[config.mk]
export PLATFORM = sky130hd
export DESIGN_NAME = cacheFillFsm
export DESIGN_NICKNAME = d
export VERILOG_FILES = /design/src/cachePkg.sv /design/src/cacheFillFsm.sv
export VERILOG_INCLUDE_DIRS = /design/src
export SDC_FILE = /design/constraint.sdc
export NUM_CORES = 1
export LEC_CHECK = 0
export BUFFER_PORTS_ARGS = -buffer_cell sky130_fd_sc_hd__buf_4
export CORE_AREA = 8 8 96 55
export CTS_CLUSTER_DIAMETER = 100
export DETAILED_ROUTE_END_ITERATION = 6
export DIE_AREA = 0 0 104 63
export GPL_ROUTABILITY_DRIVEN = 0
export PLACE_DENSITY = 0.77
export SLEW_MARGIN = 20
export SYNTH_ARGS = -nofsm -noshare
export SYNTH_HDL_FRONTEND = slang
export SYNTH_SLANG_ARGS = --single-unit
[constraint.sdc]
create_clock -name clk -period 1.9 [get_ports clk]
set_input_delay 0.38 -clock clk [delete_from_list [all_inputs] [get_ports clk]]
set_output_delay 0.38 -clock clk [all_outputs]
set_load 0.02 [all_outputs]
[src/cache_params.svh]
`ifndef CACHE_PARAMS_SVH
`define CACHE_PARAMS_SVH

// Byte address width on both Wishbone ports
`define ADDR_W 16
// Every access moves one 16-bit word
`define DATA_W 16

// The address splits into tag, set index and a 4-bit offset
`define TAG_W 6
`define SET_W 6
// Upper three offset bits pick the word inside a block
`define WORD_W 3

// Eight words of sixteen bits make up one block
`define WORDS_PER_BLOCK 8
// Two ways per set give twice as many blocks as sets
`define NUM_SETS 64
`define NUM_BLOCKS 128

`endif

[src/cachePkg.sv]
`include "cache_params.svh"

package cachePkg;

   // One 16-bit byte address seen two ways
   // The raw view is what travels on the Wishbone address lines
   // The fields view is what the tag compare and array indexing need
   typedef union packed {
      logic [`ADDR_W-1:0] raw;
      struct packed {
         // Compared against the stored tag of both ways
         logic [`TAG_W-1:0]  tag;
         // Selects one of the 64 sets
         logic [`SET_W-1:0]  set;
         // Word inside the 8-word block
         logic [`WORD_W-1:0] word;
         // Byte select is ignored since every access is a whole word
         logic               byteSel;
      } fields;
   } cacheAddrU;

endpackage

[src/cacheFillFsm.sv]
`timescale 1ns/1ps
`include "cache_params.svh"

module cacheFillFsm (
   input  logic                clk,
   input  logic                arstN,
   // Request from the cache
   input  logic                fillReq,
   input  logic                fillWe,
   input  cachePkg::cacheAddrU fillAddr,
   input  logic [`DATA_W-1:0]  fillData,
   // Returned words and completion towards the cache
   output logic                fillWordValid,
   output logic [`WORD_W-1:0]  fillWordIdx,
   output logic [`DATA_W-1:0]  fillWord,
   output logic                fillDone,
   // Memory side Wishbone classic master
   output logic                memCyc,
   output logic                memStb,
   output logic                memWe,
   output logic [`ADDR_W-1:0]  memAdr,
   output logic [`DATA_W-1:0]  memDatW,
   input  logic [`DATA_W-1:0]  memDatR,
   input  logic                memAck
);
   import cachePkg::*;

   typedef enum logic {
      idleS,
      busyS
   } fsmStateT;

   fsmStateT state;

   // Latched copy of the request for the length of the transfer
   cacheAddrU          addrQ;
   logic [`DATA_W-1:0] dataQ;
   logic               weQ;
   // Counts the beats of a block fill from word 0 upwards
   logic [`WORD_W-1:0] wordCnt;
   cacheAddrU          beatAddr;
   logic               beatDone;
   logic               lastBeat;

   assign beatDone = memStb && memAck;
   // A write is a single beat and a fill ends on the last word of the block
   assign lastBeat = weQ || (wordCnt == `WORD_W'(`WORDS_PER_BLOCK - 1));

   always_ff @(posedge clk or negedge arstN) begin
      if (!arstN) begin
         state    <= idleS;
         wordCnt  <= '0;
         fillDone <= 1'b0;
      end else begin
         fillDone <= 1'b0;
         case (state)
            idleS: begin
               if (fillReq) begin
                  state   <= busyS;
                  wordCnt <= '0;
               end
            end
            default: begin
               // Each ack closes one beat and the next beat follows right away
               if (beatDone) begin
                  if (lastBeat) begin
                     state    <= idleS;
                     fillDone <= 1'b1;
                  end else begin
                     wordCnt <= wordCnt + 1'b1;
                  end
               end
            end
         endcase
      end
   end

   always_ff @(posedge clk) begin
      if ((state == idleS) && fillReq) begin
         addrQ <= fillAddr;
         dataQ <= fillData;
         weQ   <= fillWe;
      end
   end

   // A fill walks the words of the block while a write keeps its own word
   always_comb begin
      beatAddr = addrQ;
      if (!weQ) begin
         beatAddr.fields.word = wordCnt;
      end
      beatAddr.fields.byteSel = 1'b0;
   end

   // The cycle and the strobe span the whole transfer with back to back beats
   assign memCyc  = (state == busyS);
   assign memStb  = (state == busyS);
   assign memWe   = memCyc && weQ;
   assign memAdr  = beatAddr.raw;
   assign memDatW = dataQ;

   // Read data is forwarded in the ack cycle so the cache can store it at once
   assign fillWordValid = beatDone && !weQ;
   assign fillWordIdx   = wordCnt;
   assign fillWord      = memDatR;

endmodule

# Yosys cells after proc, flatten, opt, wreduce, memory -nomap -nowiden
# Cells that the tools add are included.
# classes
add_sub_neg,1
n_eq_ne,3
n_mux,12
bitwise,1
reduce_logical,8
# op_table
operator,n
$mux 3,5
$mux 1,7
$logic_and 1x1->1,4
$add 3x1->3 const B,1
$eq 3x3->1 const B,1
$reduce_and 3->1,1
$ne 2x1->1 const B,1
$ne 2x2->1 const B,1
$reduce_bool 2->1,1
$logic_not 1->1,1
$logic_or 1x1->1,1
$not 1->1,1
# word_totals
regBits,38
inputBits,53
out_inout_bits,56
word_cells,31

# Depth between registers and ports, before layout
# depth
ltp_word,5
depth_mapped,5
mapped_depth_nobuf,5

# Worst setup path before layout
# OpenSTA, ideal clock, no wires.
# synth_path
kind,register -> register
from,"reg state, in the netlist memCyc"
to,"reg addrQ[10] (netlist bit), enable pin"
t_arrival_ns,1.351
path_slack_ns,0.163
stages_incl_launch_ff,3
path_buffers,0
synth_period_minus_slack_ns,1.737
cell_sequence,dfrtp_1 -> nand2b_1 -> inv_1
# synth_via
elab_chain_cells,2
# synth_rtl
element,line_no,source
"start, declared",cacheFillFsm.sv:33,fsmStateT state;
"start signal, assigned",cacheFillFsm.sv:51,state <= idleS;
"start signal, assigned",cacheFillFsm.sv:59,state <= busyS;
"start signal, assigned",cacheFillFsm.sv:67,state <= idleS;
$not 1->1,n/a,
$logic_and 1x1->1,cacheFillFsm.sv:79,if ((state == idleS) && fillReq) begin
"end signal, assigned",cacheFillFsm.sv:80,addrQ <= fillAddr;
"end, declared",cacheFillFsm.sv:36,cacheAddrU addrQ;
# No other way between the ends.
# A chain may end at the register's enable or synchronous reset.

# Worst setup path after layout
# layout_path
from,reg weQ
to,out memAdr[3]
# layout_via
elab_chain_cells,1
# layout_rtl
element,line_no,source
"start, declared",cacheFillFsm.sv:38,logic weQ;
"start signal, assigned",cacheFillFsm.sv:82,weQ <= fillWe;
$mux 3,cacheFillFsm.sv:89,if (!weQ) begin
"end, declared",cacheFillFsm.sv:21,"output logic [`ADDR_W-1:0] memAdr,"
# No other way between the ends.

==> results_dict.tcl <==
set metrics [dict create \
    drc 0 \
    die_area_um2 6550 \
    cts-resized-gates 0 \
    cts_made_buffers 5 \
    cp-start-kind "register" \
    synthXorXnorAreaFrac 0 \
    finalSetupViolCount 0 \
    crit_type "reg2out" \
    vias_per_cell 4.07 \
    cts_setup_buffers 0 \
    worstHoldPathType "in2reg" \
    worstPathMaxFanout 7 \
    max_freq_ghz 0.605 \
    fin_nets 199 \
    cp.required_ns 1.52 \
    synth.distinct_cells 15 \
    clockRootBuffer "clkbuf_8" \
    drive_gt1_frac 0.600 \
    antenna_found_initial 0 \
    synthMuxAreaShare 0.0296 \
    hold_path_depth 1 \
    grt_pass1_wl_um 4800 \
    total_power_mw 2.05 \
    grt_overflow 0 \
    drv_cap 0 \
    die_h_um 63 \
    synthSimpleGateAreaFrac 0.0482 \
    synth_compound_gate_area_share 0.00676 \
    track_usage 0.0919 \
    ant_nets 0 \
    rsz0062_at_grt "no" \
    numPortBuffers 74 \
    io_pins 109 \
    first_pass_iters 3 \
    arrival_ns 1.27 \
    num_vias 823 \
    outcome "finished, final reports clean" \
    start_util 0.366 \
    ir_worst_vdd_mv 0.513 \
    power.density_nw_per_um2 1020 \
    grt_pass1_vias 952 \
    netlist_instances 92 \
    syn-cell-area_um2 1480 \
    final_util 0.498 \
    grt_max_degree 33 \
    yosys_register_bits 37 \
    die_w_um 104 \
    hold_buffers 1 \
    hpwl_um 2350 \
    clk_pin_slew_worst_paths_ns 0.07 \
    cts_tree "built" \
    core_region_area_um2 4040 \
    synth_warnings 0 \
    wl_per_cell_um 14.6 \
    setup.worst_path.end_class "primary output" \
    min_period_ns 1.65 \
    yosysSeqAreaShare 0.734 \
    drtIter0Drc 17 \
    synth_fa_ha_area_frac 0.0169 \
    clock_skew_ns 0.00208 \
    h-tree-depth 2 \
    setup_tns_ns 0 \
    clockBufferDepth 2 \
    slew_violations 0 \
    avgSynthCellArea_um2 16.1 \
    hold_viol 0 \
    fin_crit_sh 0.871 \
    p_leak_nw 0.864 \
    area_delta_synth_final_pct 35.9 \
    synth_top_family_by_area "buffers and inverters" \
    cts_sinks 37 \
    clock_latency_ns 0.28 \
    syn-num-nets 147 \
    r2r.worst_path.cells 4 \
    wl_um 2960 \
    rows 17 \
    diodes 0 \
]
cells in the mapped netlist, drive strengths merged:
cell	number	area share
mux2	3	0.023
mux2i	1	0.0068
edfxtp	32	0.65
nand2b	1	0.0042
and4bb	1	0.011
ha	2	0.017
buf	31	0.16
and2	1	0.0051
inv	1	0.0025
dfrtp	5	0.085
nor2	5	0.013
o21ai	2	0.0068
nand2	6	0.015
conb	1	0.0025
metal layers:
layer | track usage | part of all wire | vias to the layer above
met5 | 0 | 0 | -
met4 | 0.0304 | 0.014 | 0
met3 | 0.0916 | 0.20 | 9
met2 | 0.127 | 0.41 | 61
met1 | 0.0932 | 0.37 | 364
li1 | - | - | 389
cell type report:
type | count | area [um2]
repair buffers | 76 | 586
multi-input cells | 23 | 154
clock buffers | 6 | 72.6
inverters | 1 | 3.75
clock inverters | 2 | 38.8
well taps | 57 | 71.3
flip-flops and latches | 37 | 1090
fillers | 363 | 2030
cell usage in the layout (no fill, tap or decap):
cell type / Yosys / layout
dlygate4sd3_1: 0 / 1
dfrtp_1: 5 / 5
edfxtp_1: 32 / 32
nand2b_1: 1 / 1
mux2i_1: 1 / 1
nand2_1: 6 / 6
ha_1: 2 / 2
clkbuf_8: 0 / 5
nor2_1: 5 / 5
buf_12: 0 / 1
conb_1: 1 / 1
inv_1: 1 / 1
mux2_2: 3 / 3
and2_2: 1 / 1
clkinv_4: 0 / 1
bufinv_16: 0 / 1
and4bb_4: 1 / 1
clkbuf_1: 0 / 1
o21ai_1: 2 / 2
buf_4: 30 / 74
sequential cells by signal, indices dropped and copies added (netlist names):
register and cells:
fillWordIdx 3, memDatW 16, fillDone 1, addrQ 15, memCyc 1, weQ 1
worst paths after layout:
check	from	end	slack, ns
max reg2reg	fillWordIdx[0]	fillWordIdx[0]	0.44
min reg2reg	fillWordIdx[0]	fillWordIdx[0]	0.54
min	fillData[0]	memDatW[0]	0.27
min in group asynchronous	arstN	memCyc	0.44
max in group asynchronous	arstN	fillWordIdx[1]	1.36
max	weQ	memAdr[3]	0.25
worst max-delay path, cell delays in order (launching register included):
cell,delay (ns)
edfxtp_1,0.48
mux2_2,0.36
buf_4,0.16
where the power goes:
group	internal (mW)	leakage [nW]	switching, mW
Combinational	0.190	0.451	0.199
Clock	0.394	0.0554	0.262
Sequential	0.955	0.358	0.0486
Total	1.54	0.864	0.510
metrics by stage:
stage	instances	setup slack, ns	cell area (um2)	hold slack [ns]
after floorplan	92	0.163	1480	0.0844
after global placement	193	0.493	1890	0.183
after detailed placement	193	0.451	1890	0.186
after CTS	202	0.223	2010	0.261
after global routing	202	0.169	2010	0.252
final	202	0.246	2010	0.273
logic make-up after synthesis:
kind of cell / count (synthesis)
AO/OA/AOI/OAI: 2
adder cells (fa/ha/maj): 2
buffers and inverters: 32
flip-flops: 37
multiplexers: 4
other: 1
AND/OR/NAND/NOR: 14
Power figures use the tool's default switching activity.
